<file path="src/verilog/wg_buffer_pkg.sv">
package wg_buffer_pkg;

   localparam int WG_ID_W      = 6;
   localparam int WF_COUNT_W   = 4;
   localparam int VGPR_W       = 11;
   localparam int LDS_W        = 11;
   localparam int WF_SIZE_W    = 6;
   localparam int PC_W         = 32;
   localparam int NUM_ENTRIES  = 16;
   localparam int ENTRY_ADDR_W = 4;

   // fields the allocator looks at before deciding
   typedef struct packed {
      logic [WG_ID_W-1:0]    wg_id;
      logic [WF_COUNT_W-1:0] num_wf;
      logic [VGPR_W-1:0]     vgpr_size;
      logic [LDS_W-1:0]      lds_size;
   } wait_entry_t;

   // fields handed to the GPU once accepted
   typedef struct packed {
      logic [PC_W-1:0]      start_pc;
      logic [WF_SIZE_W-1:0] wf_size;
   } ready_entry_t;

   localparam int WAIT_ENTRY_W  = $bits(wait_entry_t);
   localparam int READY_ENTRY_W = $bits(ready_entry_t);

   typedef enum logic [1:0] {
      IN_IDLE,
      IN_WRITE,
      IN_COMMIT,
      IN_SETTLE
   } intake_state_e;

   typedef enum logic [2:0] {
      AL_IDLE,
      AL_WAIT_RESULT,
      AL_FIND_ACCEPTED,
      AL_CLEAR_ACCEPTED,
      AL_FIND_REJECTED,
      AL_CLEAR_REJECTED,
      AL_GET_NEXT,
      AL_LOAD_OFFER
   } alloc_state_e;

endpackage

</file>
<file path="src/verilog/wg_entry_ram.sv">
`timescale 1ns/1ps

module wg_entry_ram #(
   parameter int WORD_W = 32,
   parameter int ADDR_W = 4
) (
   input  logic              clk,
   input  logic              rst,
   input  logic              wr_en_i,
   input  logic [ADDR_W-1:0] wr_addr_i,
   input  logic [WORD_W-1:0] wr_data_i,
   input  logic              rd_en_i,
   input  logic [ADDR_W-1:0] rd_addr_i,
   output logic [WORD_W-1:0] rd_data_o
);

   logic [WORD_W-1:0] mem [2**ADDR_W];

   always_ff @(posedge clk) begin
      if (wr_en_i) begin
         mem[wr_addr_i] <= wr_data_i;
      end
   end

   // read word holds until the next read enable
   always_ff @(posedge clk or posedge rst) begin
      if (rst) begin
         rd_data_o <= '0;
      end else if (rd_en_i) begin
         rd_data_o <= mem[rd_addr_i];
      end
   end

endmodule

</file>
<file path="src/verilog/wg_slot_status.sv">
`timescale 1ns/1ps

module wg_slot_status (
   input  logic                                   clk,
   input  logic                                   rst,
   input  logic                                   set_valid_i,
   input  logic [wg_buffer_pkg::ENTRY_ADDR_W-1:0] set_addr_i,
   input  logic                                   set_pending_i,
   input  logic                                   clear_pending_i,
   input  logic                                   clear_valid_i,
   input  logic [wg_buffer_pkg::ENTRY_ADDR_W-1:0] status_addr_i,
   output logic [wg_buffer_pkg::ENTRY_ADDR_W-1:0] free_slot_o,
   output logic                                   full_o,
   output logic [wg_buffer_pkg::ENTRY_ADDR_W-1:0] pick_slot_o,
   output logic                                   pick_valid_o,
   output logic                                   pending_o
);
   import wg_buffer_pkg::*;

   logic [NUM_ENTRIES-1:0]  valid_q;
   logic [NUM_ENTRIES-1:0]  pending_q;
   logic [NUM_ENTRIES-1:0]  cand;
   logic [ENTRY_ADDR_W-1:0] last_q;
   logic [ENTRY_ADDR_W-1:0] rr_idx;
   logic [ENTRY_ADDR_W-1:0] pick_slot_d;
   logic                    pick_valid_d;

   always_ff @(posedge clk or posedge rst) begin
      if (rst) begin
         valid_q   <= '0;
         pending_q <= '0;
         // first offer after reset lands on slot 0
         last_q    <= '1;
      end else begin
         if (set_valid_i) begin
            valid_q[set_addr_i] <= 1'b1;
         end
         if (clear_valid_i) begin
            valid_q[status_addr_i] <= 1'b0;
         end
         // a start marks the slot pending and moves the pointer
         if (set_pending_i) begin
            pending_q[status_addr_i] <= 1'b1;
            last_q                   <= status_addr_i;
         end
         if (clear_pending_i) begin
            pending_q[status_addr_i] <= 1'b0;
         end
      end
   end

   assign full_o    = &valid_q;
   assign cand      = valid_q & ~pending_q;
   assign pending_o = pending_q[status_addr_i];

   // lowest free slot wins
   always_comb begin
      free_slot_o = '0;
      for (int i = NUM_ENTRIES - 1; i >= 0; i--) begin
         if (!valid_q[i]) begin
            free_slot_o = ENTRY_ADDR_W'(i);
         end
      end
   end

   // first candidate strictly after the last started slot
   always_comb begin
      pick_valid_d = 1'b0;
      pick_slot_d  = '0;
      rr_idx       = '0;
      for (int i = 1; i <= NUM_ENTRIES; i++) begin
         rr_idx = last_q + ENTRY_ADDR_W'(i);
         if (!pick_valid_d && cand[rr_idx]) begin
            pick_valid_d = 1'b1;
            pick_slot_d  = rr_idx;
         end
      end
   end

   always_ff @(posedge clk or posedge rst) begin
      if (rst) begin
         pick_valid_o <= 1'b0;
         pick_slot_o  <= '0;
      end else begin
         pick_valid_o <= pick_valid_d;
         pick_slot_o  <= pick_slot_d;
      end
   end

endmodule

</file>
<file path="src/verilog/wg_walk_counter.sv">
`timescale 1ns/1ps

module wg_walk_counter (
   input  logic                                   clk,
   input  logic                                   rst,
   input  logic                                   start_i,
   input  logic [wg_buffer_pkg::ENTRY_ADDR_W-1:0] start_addr_i,
   input  logic                                   step_i,
   output logic [wg_buffer_pkg::ENTRY_ADDR_W-1:0] idx_o,
   output logic                                   rd_en_o,
   output logic                                   rd_valid_o
);

   always_ff @(posedge clk or posedge rst) begin
      if (rst) begin
         idx_o      <= '0;
         rd_en_o    <= 1'b0;
         rd_valid_o <= 1'b0;
      end else begin
         rd_en_o    <= 1'b0;
         // ram data shows up one cycle after the enable
         rd_valid_o <= rd_en_o;
         if (start_i) begin
            idx_o   <= start_addr_i;
            rd_en_o <= 1'b1;
         end else if (step_i) begin
            idx_o   <= idx_o + 1'b1;
            rd_en_o <= 1'b1;
         end
      end
   end

endmodule

</file>
<file path="src/verilog/wg_intake_fsm.sv">
`timescale 1ns/1ps

module wg_intake_fsm (
   input  logic                                   clk,
   input  logic                                   rst,
   input  logic                                   host_valid_i,
   input  wg_buffer_pkg::wait_entry_t             host_wait_i,
   input  wg_buffer_pkg::ready_entry_t            host_ready_i,
   input  logic [wg_buffer_pkg::ENTRY_ADDR_W-1:0] free_slot_i,
   input  logic                                   full_i,
   output logic                                   wr_en_o,
   output logic [wg_buffer_pkg::ENTRY_ADDR_W-1:0] wr_addr_o,
   output wg_buffer_pkg::wait_entry_t             wait_word_o,
   output wg_buffer_pkg::ready_entry_t            ready_word_o,
   output logic                                   set_valid_o,
   output logic                                   host_ack_o
);
   import wg_buffer_pkg::*;

   intake_state_e state_q;
   logic          settle_q;

   always_ff @(posedge clk or posedge rst) begin
      if (rst) begin
         state_q  <= IN_IDLE;
         settle_q <= 1'b0;
      end else begin
         case (state_q)
            IN_IDLE: begin
               // no ack while every slot is taken
               if (host_valid_i && !full_i) begin
                  state_q <= IN_WRITE;
               end
            end
            IN_WRITE: begin
               state_q <= IN_COMMIT;
            end
            IN_COMMIT: begin
               settle_q <= 1'b0;
               state_q  <= IN_SETTLE;
            end
            IN_SETTLE: begin
               // registered host valid needs two cycles to drop
               settle_q <= 1'b1;
               if (settle_q) begin
                  state_q <= IN_IDLE;
               end
            end
            default: state_q <= IN_IDLE;
         endcase
      end
   end

   // slot and words frozen when leaving idle
   always_ff @(posedge clk) begin
      if (state_q == IN_IDLE) begin
         wr_addr_o    <= free_slot_i;
         wait_word_o  <= host_wait_i;
         ready_word_o <= host_ready_i;
      end
   end

   assign wr_en_o     = (state_q == IN_WRITE);
   assign host_ack_o  = (state_q == IN_WRITE);
   assign set_valid_o = (state_q == IN_COMMIT);

endmodule

</file>
<file path="src/verilog/wg_alloc_fsm.sv">
`timescale 1ns/1ps

module wg_alloc_fsm (
   input  logic                                   clk,
   input  logic                                   rst,
   input  logic                                   start_alloc_i,
   input  logic                                   wg_accepted_i,
   input  logic                                   wg_rejected_i,
   input  logic [wg_buffer_pkg::WG_ID_W-1:0]      result_wg_id_i,
   input  logic [wg_buffer_pkg::ENTRY_ADDR_W-1:0] pick_slot_i,
   input  logic                                   pick_valid_i,
   input  logic                                   pending_i,
   input  logic [wg_buffer_pkg::ENTRY_ADDR_W-1:0] walk_idx_i,
   input  logic                                   walk_rd_valid_i,
   input  wg_buffer_pkg::wait_entry_t             wait_rd_i,
   input  wg_buffer_pkg::ready_entry_t            ready_rd_i,
   output logic                                   walk_start_o,
   output logic [wg_buffer_pkg::ENTRY_ADDR_W-1:0] walk_addr_o,
   output logic                                   walk_step_o,
   output logic                                   set_pending_o,
   output logic                                   clear_pending_o,
   output logic                                   clear_valid_o,
   output logic [wg_buffer_pkg::ENTRY_ADDR_W-1:0] status_addr_o,
   output logic                                   alloc_valid_o,
   output logic                                   alloc_available_o,
   output logic [wg_buffer_pkg::WG_ID_W-1:0]      alloc_wg_id_o,
   output logic [wg_buffer_pkg::WF_COUNT_W-1:0]   alloc_num_wf_o,
   output logic [wg_buffer_pkg::VGPR_W-1:0]       alloc_vgpr_size_o,
   output logic [wg_buffer_pkg::LDS_W-1:0]        alloc_lds_size_o,
   output logic                                   gpu_valid_o,
   output logic [wg_buffer_pkg::PC_W-1:0]         gpu_start_pc_o,
   output logic [wg_buffer_pkg::WF_SIZE_W-1:0]    gpu_wf_size_o
);
   import wg_buffer_pkg::*;

   alloc_state_e            state_q;
   wait_entry_t             offer_q;
   logic [ENTRY_ADDR_W-1:0] offer_slot_q;
   logic                    acc_q;
   logic                    rej_q;
   logic [WG_ID_W-1:0]      res_id_q;
   logic                    id_match;

   // pending entry whose id equals the reported one
   assign id_match = walk_rd_valid_i && pending_i && (wait_rd_i.wg_id == res_id_q);

   // results may arrive while the walk is busy
   always_ff @(posedge clk or posedge rst) begin
      if (rst) begin
         acc_q <= 1'b0;
         rej_q <= 1'b0;
      end else begin
         if (state_q == AL_WAIT_RESULT) begin
            acc_q <= 1'b0;
            rej_q <= 1'b0;
         end
         if (wg_accepted_i) begin
            acc_q <= 1'b1;
         end
         if (wg_rejected_i) begin
            rej_q <= 1'b1;
         end
      end
   end

   always_ff @(posedge clk) begin
      if (wg_accepted_i || wg_rejected_i) begin
         res_id_q <= result_wg_id_i;
      end
   end

   always_ff @(posedge clk or posedge rst) begin
      if (rst) begin
         state_q       <= AL_IDLE;
         alloc_valid_o <= 1'b0;
         gpu_valid_o   <= 1'b0;
      end else begin
         gpu_valid_o <= 1'b0;
         case (state_q)
            AL_IDLE: begin
               if (start_alloc_i && alloc_valid_o) begin
                  alloc_valid_o <= 1'b0;
                  state_q       <= AL_WAIT_RESULT;
               end else if (!alloc_valid_o && pick_valid_i) begin
                  state_q <= AL_GET_NEXT;
               end
            end
            AL_WAIT_RESULT: begin
               if (acc_q) begin
                  state_q <= AL_FIND_ACCEPTED;
               end else if (rej_q) begin
                  state_q <= AL_FIND_REJECTED;
               end
            end
            AL_FIND_ACCEPTED: begin
               if (id_match) begin
                  state_q <= AL_CLEAR_ACCEPTED;
               end
            end
            AL_CLEAR_ACCEPTED: begin
               gpu_valid_o <= 1'b1;
               state_q     <= AL_GET_NEXT;
            end
            AL_FIND_REJECTED: begin
               if (id_match) begin
                  state_q <= AL_CLEAR_REJECTED;
               end
            end
            AL_CLEAR_REJECTED: state_q <= AL_GET_NEXT;
            AL_GET_NEXT: state_q <= pick_valid_i ? AL_LOAD_OFFER : AL_IDLE;
            AL_LOAD_OFFER: begin
               if (walk_rd_valid_i) begin
                  alloc_valid_o <= 1'b1;
                  state_q       <= AL_IDLE;
               end
            end
            default: state_q <= AL_IDLE;
         endcase
      end
   end

   // offer fields and gpu payload
   always_ff @(posedge clk) begin
      if (state_q == AL_GET_NEXT) begin
         offer_slot_q <= pick_slot_i;
      end
      if (state_q == AL_LOAD_OFFER && walk_rd_valid_i) begin
         offer_q <= wait_rd_i;
      end
      if (state_q == AL_CLEAR_ACCEPTED) begin
         gpu_start_pc_o <= ready_rd_i.start_pc;
         gpu_wf_size_o  <= ready_rd_i.wf_size;
      end
   end

   // search walks start at slot 0, offer reads at the picked slot
   assign walk_start_o = (state_q == AL_WAIT_RESULT && (acc_q || rej_q)) ||
                         (state_q == AL_GET_NEXT && pick_valid_i);
   assign walk_addr_o  = (state_q == AL_GET_NEXT) ? pick_slot_i : '0;
   assign walk_step_o  = (state_q == AL_FIND_ACCEPTED || state_q == AL_FIND_REJECTED) &&
                         walk_rd_valid_i && !id_match;

   assign set_pending_o   = (state_q == AL_IDLE) && start_alloc_i && alloc_valid_o;
   assign clear_pending_o = (state_q == AL_CLEAR_ACCEPTED) || (state_q == AL_CLEAR_REJECTED);
   assign clear_valid_o   = (state_q == AL_CLEAR_ACCEPTED);
   assign status_addr_o   = (state_q == AL_IDLE) ? offer_slot_q : walk_idx_i;

   assign alloc_available_o = (state_q == AL_WAIT_RESULT) ||
                              (state_q == AL_IDLE && !start_alloc_i &&
                               (alloc_valid_o || !pick_valid_i));

   assign alloc_wg_id_o     = offer_q.wg_id;
   assign alloc_num_wf_o    = offer_q.num_wf;
   assign alloc_vgpr_size_o = offer_q.vgpr_size;
   assign alloc_lds_size_o  = offer_q.lds_size;

endmodule

</file>
<file path="src/verilog/inflight_wg_buffer.sv">
`timescale 1ns/1ps

module inflight_wg_buffer (
   input  logic                                 clk,
   input  logic                                 rst,
   input  logic                                 host_valid_i,
   input  logic [wg_buffer_pkg::WG_ID_W-1:0]    host_wg_id_i,
   input  logic [wg_buffer_pkg::WF_COUNT_W-1:0] host_num_wf_i,
   input  logic [wg_buffer_pkg::VGPR_W-1:0]     host_vgpr_size_i,
   input  logic [wg_buffer_pkg::LDS_W-1:0]      host_lds_size_i,
   input  logic [wg_buffer_pkg::WF_SIZE_W-1:0]  host_wf_size_i,
   input  logic [wg_buffer_pkg::PC_W-1:0]       host_start_pc_i,
   output logic                                 host_ack_o,
   input  logic                                 start_alloc_i,
   input  logic                                 wg_accepted_i,
   input  logic                                 wg_rejected_i,
   input  logic [wg_buffer_pkg::WG_ID_W-1:0]    result_wg_id_i,
   output logic                                 alloc_valid_o,
   output logic                                 alloc_available_o,
   output logic [wg_buffer_pkg::WG_ID_W-1:0]    alloc_wg_id_o,
   output logic [wg_buffer_pkg::WF_COUNT_W-1:0] alloc_num_wf_o,
   output logic [wg_buffer_pkg::VGPR_W-1:0]     alloc_vgpr_size_o,
   output logic [wg_buffer_pkg::LDS_W-1:0]      alloc_lds_size_o,
   output logic                                 gpu_valid_o,
   output logic [wg_buffer_pkg::PC_W-1:0]       gpu_start_pc_o,
   output logic [wg_buffer_pkg::WF_SIZE_W-1:0]  gpu_wf_size_o,
   input  logic                                 dealloc_valid_i,
   input  logic [wg_buffer_pkg::WG_ID_W-1:0]    dealloc_wg_id_i,
   output logic                                 host_done_o,
   output logic [wg_buffer_pkg::WG_ID_W-1:0]    host_done_wg_id_o
);
   import wg_buffer_pkg::*;

   logic                    host_valid_q;
   wait_entry_t             host_wait_q;
   ready_entry_t            host_ready_q;
   logic                    dealloc_valid_q;
   logic [WG_ID_W-1:0]      dealloc_id_q;
   logic                    wr_en;
   logic                    set_valid;
   logic [ENTRY_ADDR_W-1:0] wr_addr;
   logic [ENTRY_ADDR_W-1:0] free_slot;
   logic [ENTRY_ADDR_W-1:0] pick_slot;
   logic [ENTRY_ADDR_W-1:0] status_addr;
   logic [ENTRY_ADDR_W-1:0] walk_addr;
   logic [ENTRY_ADDR_W-1:0] walk_idx;
   wait_entry_t             wait_word;
   wait_entry_t             wait_rd;
   ready_entry_t            ready_word;
   ready_entry_t            ready_rd;
   logic                    full;
   logic                    pick_valid;
   logic                    pending;
   logic                    set_pending;
   logic                    clear_pending;
   logic                    clear_valid;
   logic                    walk_start;
   logic                    walk_step;
   logic                    walk_rd_en;
   logic                    walk_rd_valid;

   // control bits of the host and dealloc inputs
   always_ff @(posedge clk or posedge rst) begin
      if (rst) begin
         host_valid_q    <= 1'b0;
         dealloc_valid_q <= 1'b0;
         host_done_o     <= 1'b0;
      end else begin
         host_valid_q    <= host_valid_i;
         dealloc_valid_q <= dealloc_valid_i;
         host_done_o     <= dealloc_valid_q;
      end
   end

   always_ff @(posedge clk) begin
      host_wait_q.wg_id      <= host_wg_id_i;
      host_wait_q.num_wf     <= host_num_wf_i;
      host_wait_q.vgpr_size  <= host_vgpr_size_i;
      host_wait_q.lds_size   <= host_lds_size_i;
      host_ready_q.start_pc  <= host_start_pc_i;
      host_ready_q.wf_size   <= host_wf_size_i;
      dealloc_id_q           <= dealloc_wg_id_i;
      host_done_wg_id_o      <= dealloc_id_q;
   end

   wg_entry_ram #(.WORD_W(WAIT_ENTRY_W), .ADDR_W(ENTRY_ADDR_W)) wait_ram (
      .clk(clk), .rst(rst),
      .wr_en_i(wr_en), .wr_addr_i(wr_addr), .wr_data_i(wait_word),
      .rd_en_i(walk_rd_en), .rd_addr_i(walk_idx), .rd_data_o(wait_rd)
   );

   wg_entry_ram #(.WORD_W(READY_ENTRY_W), .ADDR_W(ENTRY_ADDR_W)) ready_ram (
      .clk(clk), .rst(rst),
      .wr_en_i(wr_en), .wr_addr_i(wr_addr), .wr_data_i(ready_word),
      .rd_en_i(walk_rd_en), .rd_addr_i(walk_idx), .rd_data_o(ready_rd)
   );

   wg_slot_status slot_status_i (
      .clk(clk), .rst(rst),
      .set_valid_i(set_valid), .set_addr_i(wr_addr),
      .set_pending_i(set_pending), .clear_pending_i(clear_pending),
      .clear_valid_i(clear_valid), .status_addr_i(status_addr),
      .free_slot_o(free_slot), .full_o(full),
      .pick_slot_o(pick_slot), .pick_valid_o(pick_valid), .pending_o(pending)
   );

   wg_walk_counter walk_counter_i (
      .clk(clk), .rst(rst),
      .start_i(walk_start), .start_addr_i(walk_addr), .step_i(walk_step),
      .idx_o(walk_idx), .rd_en_o(walk_rd_en), .rd_valid_o(walk_rd_valid)
   );

   wg_intake_fsm intake_fsm_i (
      .clk(clk), .rst(rst),
      .host_valid_i(host_valid_q), .host_wait_i(host_wait_q), .host_ready_i(host_ready_q),
      .free_slot_i(free_slot), .full_i(full),
      .wr_en_o(wr_en), .wr_addr_o(wr_addr),
      .wait_word_o(wait_word), .ready_word_o(ready_word),
      .set_valid_o(set_valid), .host_ack_o(host_ack_o)
   );

   wg_alloc_fsm alloc_fsm_i (
      .clk(clk), .rst(rst),
      .start_alloc_i(start_alloc_i), .wg_accepted_i(wg_accepted_i),
      .wg_rejected_i(wg_rejected_i), .result_wg_id_i(result_wg_id_i),
      .pick_slot_i(pick_slot), .pick_valid_i(pick_valid), .pending_i(pending),
      .walk_idx_i(walk_idx), .walk_rd_valid_i(walk_rd_valid),
      .wait_rd_i(wait_rd), .ready_rd_i(ready_rd),
      .walk_start_o(walk_start), .walk_addr_o(walk_addr), .walk_step_o(walk_step),
      .set_pending_o(set_pending), .clear_pending_o(clear_pending),
      .clear_valid_o(clear_valid), .status_addr_o(status_addr),
      .alloc_valid_o(alloc_valid_o), .alloc_available_o(alloc_available_o),
      .alloc_wg_id_o(alloc_wg_id_o), .alloc_num_wf_o(alloc_num_wf_o),
      .alloc_vgpr_size_o(alloc_vgpr_size_o), .alloc_lds_size_o(alloc_lds_size_o),
      .gpu_valid_o(gpu_valid_o), .gpu_start_pc_o(gpu_start_pc_o),
      .gpu_wf_size_o(gpu_wf_size_o)
   );

endmodule

</file>
<file path="config.mk">
export PLATFORM = sky130hd
export DESIGN_NAME = inflight_wg_buffer
export DESIGN_NICKNAME = d
export VERILOG_FILES = /design/src/verilog/wg_buffer_pkg.sv /design/src/verilog/wg_entry_ram.sv /design/src/verilog/wg_slot_status.sv /design/src/verilog/wg_walk_counter.sv /design/src/verilog/wg_intake_fsm.sv /design/src/verilog/wg_alloc_fsm.sv /design/src/verilog/inflight_wg_buffer.sv
export SDC_FILE = /design/constraint.sdc
export NUM_CORES = 2
export LEC_CHECK = 0
export ABC_AREA = 1
export BUFFER_PORTS_ARGS = -buffer_cell sky130_fd_sc_hd__buf_2
export CORE_MARGIN = 2
export CORE_UTILIZATION = 50
export CTS_BUF_LIST = sky130_fd_sc_hd__clkbuf_4 sky130_fd_sc_hd__clkbuf_8 sky130_fd_sc_hd__clkbuf_16
export CTS_CLUSTER_DIAMETER = 150
export DETAILED_ROUTE_END_ITERATION = 8
export GPL_TIMING_DRIVEN = 0
export PLACE_DENSITY_LB_ADDON = 0.08
export SLEW_MARGIN = 15
export SYNTH_ARGS = -nofsm -noshare
export SYNTH_HDL_FRONTEND = slang
export SYNTH_HIERARCHICAL = 1
export SYNTH_SLANG_ARGS = --single-unit
</file>
<file path="constraint.sdc">
create_clock -name clk -period 3.6 [get_ports clk]
set_input_delay 0.18 -clock clk [delete_from_list [all_inputs] [get_ports clk]]
set_output_delay 0.18 -clock clk [all_outputs]
set_load 0.03 [all_outputs]
</file>
# After elaboration in Yosys (flattened, before gate mapping)
# Memory sizes are Yosys's and may differ from the RTL's. A register that Yosys moved wholly into a read port is not among the register bits.
# Cells that the tools add are included.
# word_totals
romBits,0
out_inout_bits,81
latch_bits,0
wordCells,298
memories,2
in_bits,89
ram_bits,1120
register_bits,296
# mem_list
name,words,width,read_ports,rd_clocked_by_memory_dff,wr,line,rtl
ready_ram.mem,16,38,1,1,1,wg_entry_ram.sv:17,logic [WORD_W-1:0] mem [2**ADDR_W];
wait_ram.mem,16,32,1,1,1,wg_entry_ram.sv:17,
# classes
shifts,0
n_addsub,16
eq_ne,19
multipliers,0
n_reduce_logical,73
div_mod_pow,0
n_bitwise,7
muxes,117
order_cmp,20
# op_table
cell,n
4-bit 2-to-1 mux,28
"4-bit by 5-bit less-than comparator with 1-bit output, second input constant",18
1-bit binary-select mux with 4-bit select,17
16-bit 2-to-1 mux,4
16-bit AND,3
1-bit 2-to-1 mux,46
3-bit 2-to-1 mux,12
"4-bit adder, second input constant",8
16-bit inverter,2
16-bit OR,2
1-bit logical AND,31
3-bit one-hot mux with 7 select lines,1
1-bit logical NOT,20
"4-bit by 3-bit adder with 4-bit output, second input constant",4
16-bit AND reduction,1
"3-bit == test, second input constant",4
"2-bit by 1-bit inequality test with 1-bit output, second input constant",5
2-bit nonzero test,5
"4-bit by 1-bit adder with 4-bit output, second input constant",2
"4-bit by 2-bit adder with 4-bit output, second input constant",2
1-bit demux with 4-bit select,2
"4-bit by 1-bit greater-or-equal comparator with 1-bit output, second input constant",2
2-bit 2-to-1 mux,4
2-bit one-hot mux with 4 select lines,1
other kinds (17),28

# Logic depth before layout (Yosys ltp)
# logic_depth
ltp_word,50
mapped_depth,23
mapped_depth_nobuf,23

# Hierarchy
# Netlist, hierarchy kept.
# by_module_without_submodules
mod,n_inst,cells_each,area_each_um2,seq_area_each_um2
wg_entry_ram (ready_ram),1,2180,25972.4,19208.4
wg_entry_ram (wait_ram),1,1841,21770.9,16175.5
wg_slot_status,1,596,3811.2,1031.0
wg_alloc_fsm,1,206,3094.2,2577.5
wg_intake_fsm,1,100,2442.3,2297.2
inflight_wg_buffer,1,86,1720.4,1716.6
wg_walk_counter,1,31,282.8,150.1

# Least setup slack after synthesis
# OpenSTA, ideal clock, no wires.
# synth_timing
kind,register -> register
startpoint,register alloc_fsm_i.state_q[2]
endpoint,"register alloc_fsm_i.offer_q, in the netlist alloc_fsm_i/alloc_lds_size_o[0] (enable)"
path_buffers,1
arrival_ps,2813
path_stages_with_launch,4
setup_ps,463
t_required_ps,3137
slack_ps,324
synth_period_minus_slack_ps,3276
cell_sequence,dfrtp_1 > buf_4 > inv_1 > nor3_1
# synth_between
elab_chain_len,2
# synth_rtl
element,line,rtl
start: declaration,wg_alloc_fsm.sv:36,alloc_state_e state_q;
start signal: assignment,wg_alloc_fsm.sv:110,AL_GET_NEXT: state_q <= pick_valid_i ? AL_LOAD_OFFER : AL_IDLE;
3-bit == test,wg_alloc_fsm.sv:127,if (state_q == AL_LOAD_OFFER && walk_rd_valid_i) begin
1-bit logical AND,wg_alloc_fsm.sv:127,
end signal: assignment,wg_alloc_fsm.sv:128,offer_q <= wait_rd_i;
end: declaration,wg_alloc_fsm.sv:37,wait_entry_t offer_q;
# Every way passes these cells.
# A chain may end at the register's enable or synchronous reset.

# Worst setup path after layout
# layout_timing
startpoint,register slot_status_i.last_q[1]
endpoint,register slot_status_i/pick_slot_o[1] in the netlist's numbering
# layout_between
elab_chain_len,49
word_cells_on_any_way,108
classes_between,15 x add/sub; 63 x mux; 30 x reduce/logical
# layout_rtl
element,line,rtl
start: declaration,wg_slot_status.sv:23,logic [ENTRY_ADDR_W-1:0] last_q;
start signal: assignment,wg_slot_status.sv:44,last_q <= status_addr_i;
4-bit by 1-bit adder with 4-bit output,wg_slot_status.sv:72,rr_idx = last_q + ENTRY_ADDR_W'(i);
1-bit binary-select mux with 4-bit select,wg_slot_status.sv:73,if (!pick_valid_d && cand[rr_idx]) begin
1-bit 2-to-1 mux (not written as such),wg_slot_status.sv:73,
1-bit 2-to-1 mux,wg_slot_status.sv:73,
1-bit logical NOT,wg_slot_status.sv:73,
1-bit logical AND,wg_slot_status.sv:73,
1-bit 2-to-1 mux,wg_slot_status.sv:73,
1-bit logical NOT,wg_slot_status.sv:73,
[34 not listed],n/a,
1-bit 2-to-1 mux,wg_slot_status.sv:73,
1-bit logical NOT,wg_slot_status.sv:73,
1-bit logical AND,wg_slot_status.sv:73,
1-bit 2-to-1 mux,wg_slot_status.sv:73,
1-bit logical NOT,wg_slot_status.sv:73,
1-bit logical AND,wg_slot_status.sv:73,
4-bit 2-to-1 mux (*),wg_slot_status.sv:73,
net slot_status_i.pick_slot_d[1],wg_slot_status.sv:25,logic [ENTRY_ADDR_W-1:0] pick_slot_d;
end signal: assignment,wg_slot_status.sv:86,pick_slot_o <= pick_slot_d;
end: declaration,wg_slot_status.sv:14,"output logic [wg_buffer_pkg::ENTRY_ADDR_W-1:0] pick_slot_o,"
# Mark *: on every way through the listed nets, which the timed path passes. The rest lies on a longest branch. The select of a mux whose other input is x is not followed.

==> metrics.txt <==
hold slack=0.03416 ns; # port buffers=169; Placement Rows=126; CTS sink count=1486; final worst-path cycle share=96.00%; Yosys Warn Count=6; Area Growth Syn to Fin=18.39%; most common cell after layout, fill and taps aside=nand2_1; Hold Vio Cnt, Final=0; Slew @ Worst Pin=1.274 ns; worst-skew pair later-pin latency=0.79 ns; hold_sp=host_wg_id_i[2]; Max Slew Vio Count=0; worst rel slew slack=15.09%; TritonRoute pass-1 iters=6; final instance area=69960 µm²; I/O Pins=170; ant diodes=0; crit-path cells=buf_4 > ha_1 > nand2_1 > xor2_1 > inv_1 > nand2_2 > nand2_4 > nor2_8 > nand4_2 > nor3_2 > nand4_2 > nor2_4 > nand3_4 > nor2_4 > nand4_1 > nand3_1; worst r2r src=slot_status_i/last_q[1]; Final ANT Viol Nets=0; syn_nets=5142; reg2reg path depth=16; Clk Tree Root Cell=clkbuf_16; R2R setup slack=0.14 ns; Post-Syn Area=59090 µm²; status=finished clean; Setup Skew=0.03151 ns; vias in the first global route=38550; Hold EP=host_wait_q[28]; Leakage=27.03 nW; number of max-cap violations=0; Setup crit end kind=register; max incr delay on CP=0.56 ns; routability cong.=0.8813; Routed WL=168100 µm; via count=39920; Max IR drop VDD=0.0006013 V; hold path cells=2; Die Ht=347.8 µm; drt drc=0; first-pass GRT wire length=246900 µm; synthesized flop and latch total=1486; final setup vio count=0; CTS Buf Count=154; placed cell area=63400 µm²; total track usage=27.81%; Critical Path Start Type=register; crit path max fanout=6; initial antenna violation count=3; Synth async-reset ratio=8.748%; Core Region=117600 µm²; crit path DAT=4.16 ns; largest net degree at the start of global routing=37; Final HPWL DP=110100 µm; cells after synthesis=5040; die area=121000 µm²; # nets final=5667; Setup Crit Path Kind=reg -> reg; slowest CP cell=dfstp_2; layout cells sized above 1=13.73%; EDFF count, synth=1274; vias per cell=5.519; CTS tree=yes; Clock Path Buffers=3; PnR worst setup slack=0.1441 ns; setup slack at placement=-0.1142 ns; most frequent cells in the layout=nand2_1, edfxtp_1, nand3_1; total grt overflow=0; Seq/Total Area, Yosys=73.03%; reg2reg end=slot_status_i/pick_slot_o[1]; PD cells=858.8 nW/µm²; DRT iter0 DRCs=4110; Critical Path RT=4.31 ns; Die Wd=347.8 µm; predominant post-synthesis flop cell=edfxtp_1; detail-routed net length per standard cell=23.25 µm; Fillers=9512; Max Clk Rate=289.4 MHz; Initial Utilization=50.25%; Synth cell types=49; H-tree Lvls=4; Tot Pwr=60.09 mW; min cycle time layout=3.456 ns; clock-pin transition on the worst setup and hold timing paths=0.07 ns; worst hold-check path type=in -> reg; Avg Inst Size Synth=11.73 µm²
critical path, delay by kind of cell (launching register included):
kind,cells,cell delay [ns]
buf+inv,2,0.38
fa+ha+maj,1,0.20
flops,1,0.56
simple gates,12,1.75
xor+xnor,1,0.47
synthesized netlist by cell type (6+ instances only):
library cell     n  area [µm²]
inv_1          131       491.7
nor3_1           7       35.03
inv_2           10       37.54
buf_4           71       533.0
clkbuf_1        48       180.2
nor2_1         107       401.6
nand2_2          9       56.30
o21ai_0         29       145.1
edfxtp_1      1274       38260
nand3_1        988        4945
buf_2           77       385.4
a21oi_1         34       170.2
nor2_2           6       37.54
nand2_1       1861        6985
xor2_1           7       61.31
o22ai_1         11       68.82
a22oi_1         12       90.09
nand3b_1         6       45.04
dfrtp_1        126        3153
buf_6           41       461.7
buf_1           23       86.33
ha_1            13       162.7
dfxtp_1         82        1642
nand4_1         18       112.6
metrics by stage:
step | TNS [ns] | util [%] | cells
after global placement | -1700.63 | 52.60 | 6745
after floorplan | 0 | - | 5040
after detailed placement | -0.3551 | 53.91 | 6804
after global routing | -0.05883 | 59.49 | 7232
final | 0 | 59.49 | 7232
after CTS | 0 | 59.40 | 7227
routing by layer:
layer | routed length (µm) | vias to the layer above | GRT usage (%)
met2 | 82580 | 1718 | 47.09
met1 | 67560 | 19360 | 36.53
met4 | 5699 | 0 | 10.20
li1 | - | 18510 | -
met3 | 12290 | 337 | 4.146
met5 | 0 | - | 0
power by group:
part,leakage (nW),internal [mW],switching [mW],total (mW)
clock network,2.55,9.19,6.61,15.8
logic,10.7,5.85,14.3,20.1
registers,13.8,22.1,2.09,24.1
total,27.0,37.1,23.0,60.1
worst max path at each step:
stage / cells past startpoint / startpoint / to / slack [ns]
after floorplan: 3 / alloc_fsm_i/state_q[2] / alloc_fsm_i/alloc_lds_size_o[0] / 0.32
final: 16 / slot_status_i/last_q[1] / slot_status_i/pick_slot_o[1] / 0.14
after CTS: 19 / slot_status_i/last_q[1] / slot_status_i/pick_slot_o[1] / 0.04
after global placement: 5 / intake_fsm_i/state_q[0] / intake_fsm_i/state_q[0] / -1.79
after detailed placement: 20 / slot_status_i/last_q[1] / slot_status_i/pick_slot_o[1] / -0.11
after global routing: 23 / alloc_fsm_i/state_q[0] / walk_counter_i/idx_o[2] / -0.04
flip-flops by register name, summed over array words and instances (netlist names), 6 cells and up:
register                       cells
dealloc_id_q                       6
intake_fsm_i/ready_word_o         38
alloc_fsm_i/alloc_lds_size_o      11
wait_ram/rd_data_o                32
host_wait_q                       32
intake_fsm_i/wait_word_o          32
ready_ram/rd_data_o               38
alloc_fsm_i/gpu_start_pc_o        32
host_ready_q                      38
host_done_wg_id_o                  6
alloc_fsm_i/gpu_wf_size_o          6
slot_status_i/valid_q             16
wait_ram/mem                     512
alloc_fsm_i/res_id_q               6
alloc_fsm_i/alloc_wg_id_o          6
ready_ram/mem                    608
alloc_fsm_i/alloc_vgpr_size_o     11
slot_status_i/pending_q           16
logic make-up (layout without fill, tap and decap cells):
family | Yosys count | after routing | synth area share, %
compound gates | 104 | 104 | 1.006
xor+xnor | 11 | 11 | 0.2075
fa+ha+maj | 13 | 13 | 0.2753
buf+inv | 405 | 1061 | 3.756
flops | 1486 | 1486 | 73.03
simple gates | 3021 | 3021 | 21.73
cell type report:
type / instances / area (µm²) / area share [%]
Timing Repair Buffer: 370 / 3526 / 5.040
Sequential cell: 1486 / 43160 / 61.69
Buffer: 260 / 1682 / 2.404
Multi-Input combinational cell: 3149 / 14020 / 20.05
Clock inverter: 83 / 750.7 / 1.073
Inverter: 144 / 555.5 / 0.7940
Clock buffer: 204 / 4345 / 6.211
Tap cell: 1536 / 1922 / 2.747
timing repair:
item,4_1_cts,5_1_grt
setup endpoints to repair,5,10
resized for setup,1,19
hold buffers,137,0
pin swaps,0,3
endpoints found under the hold margin,226,0
buffers inserted,0,5
(Power assumes the default switching activity.)
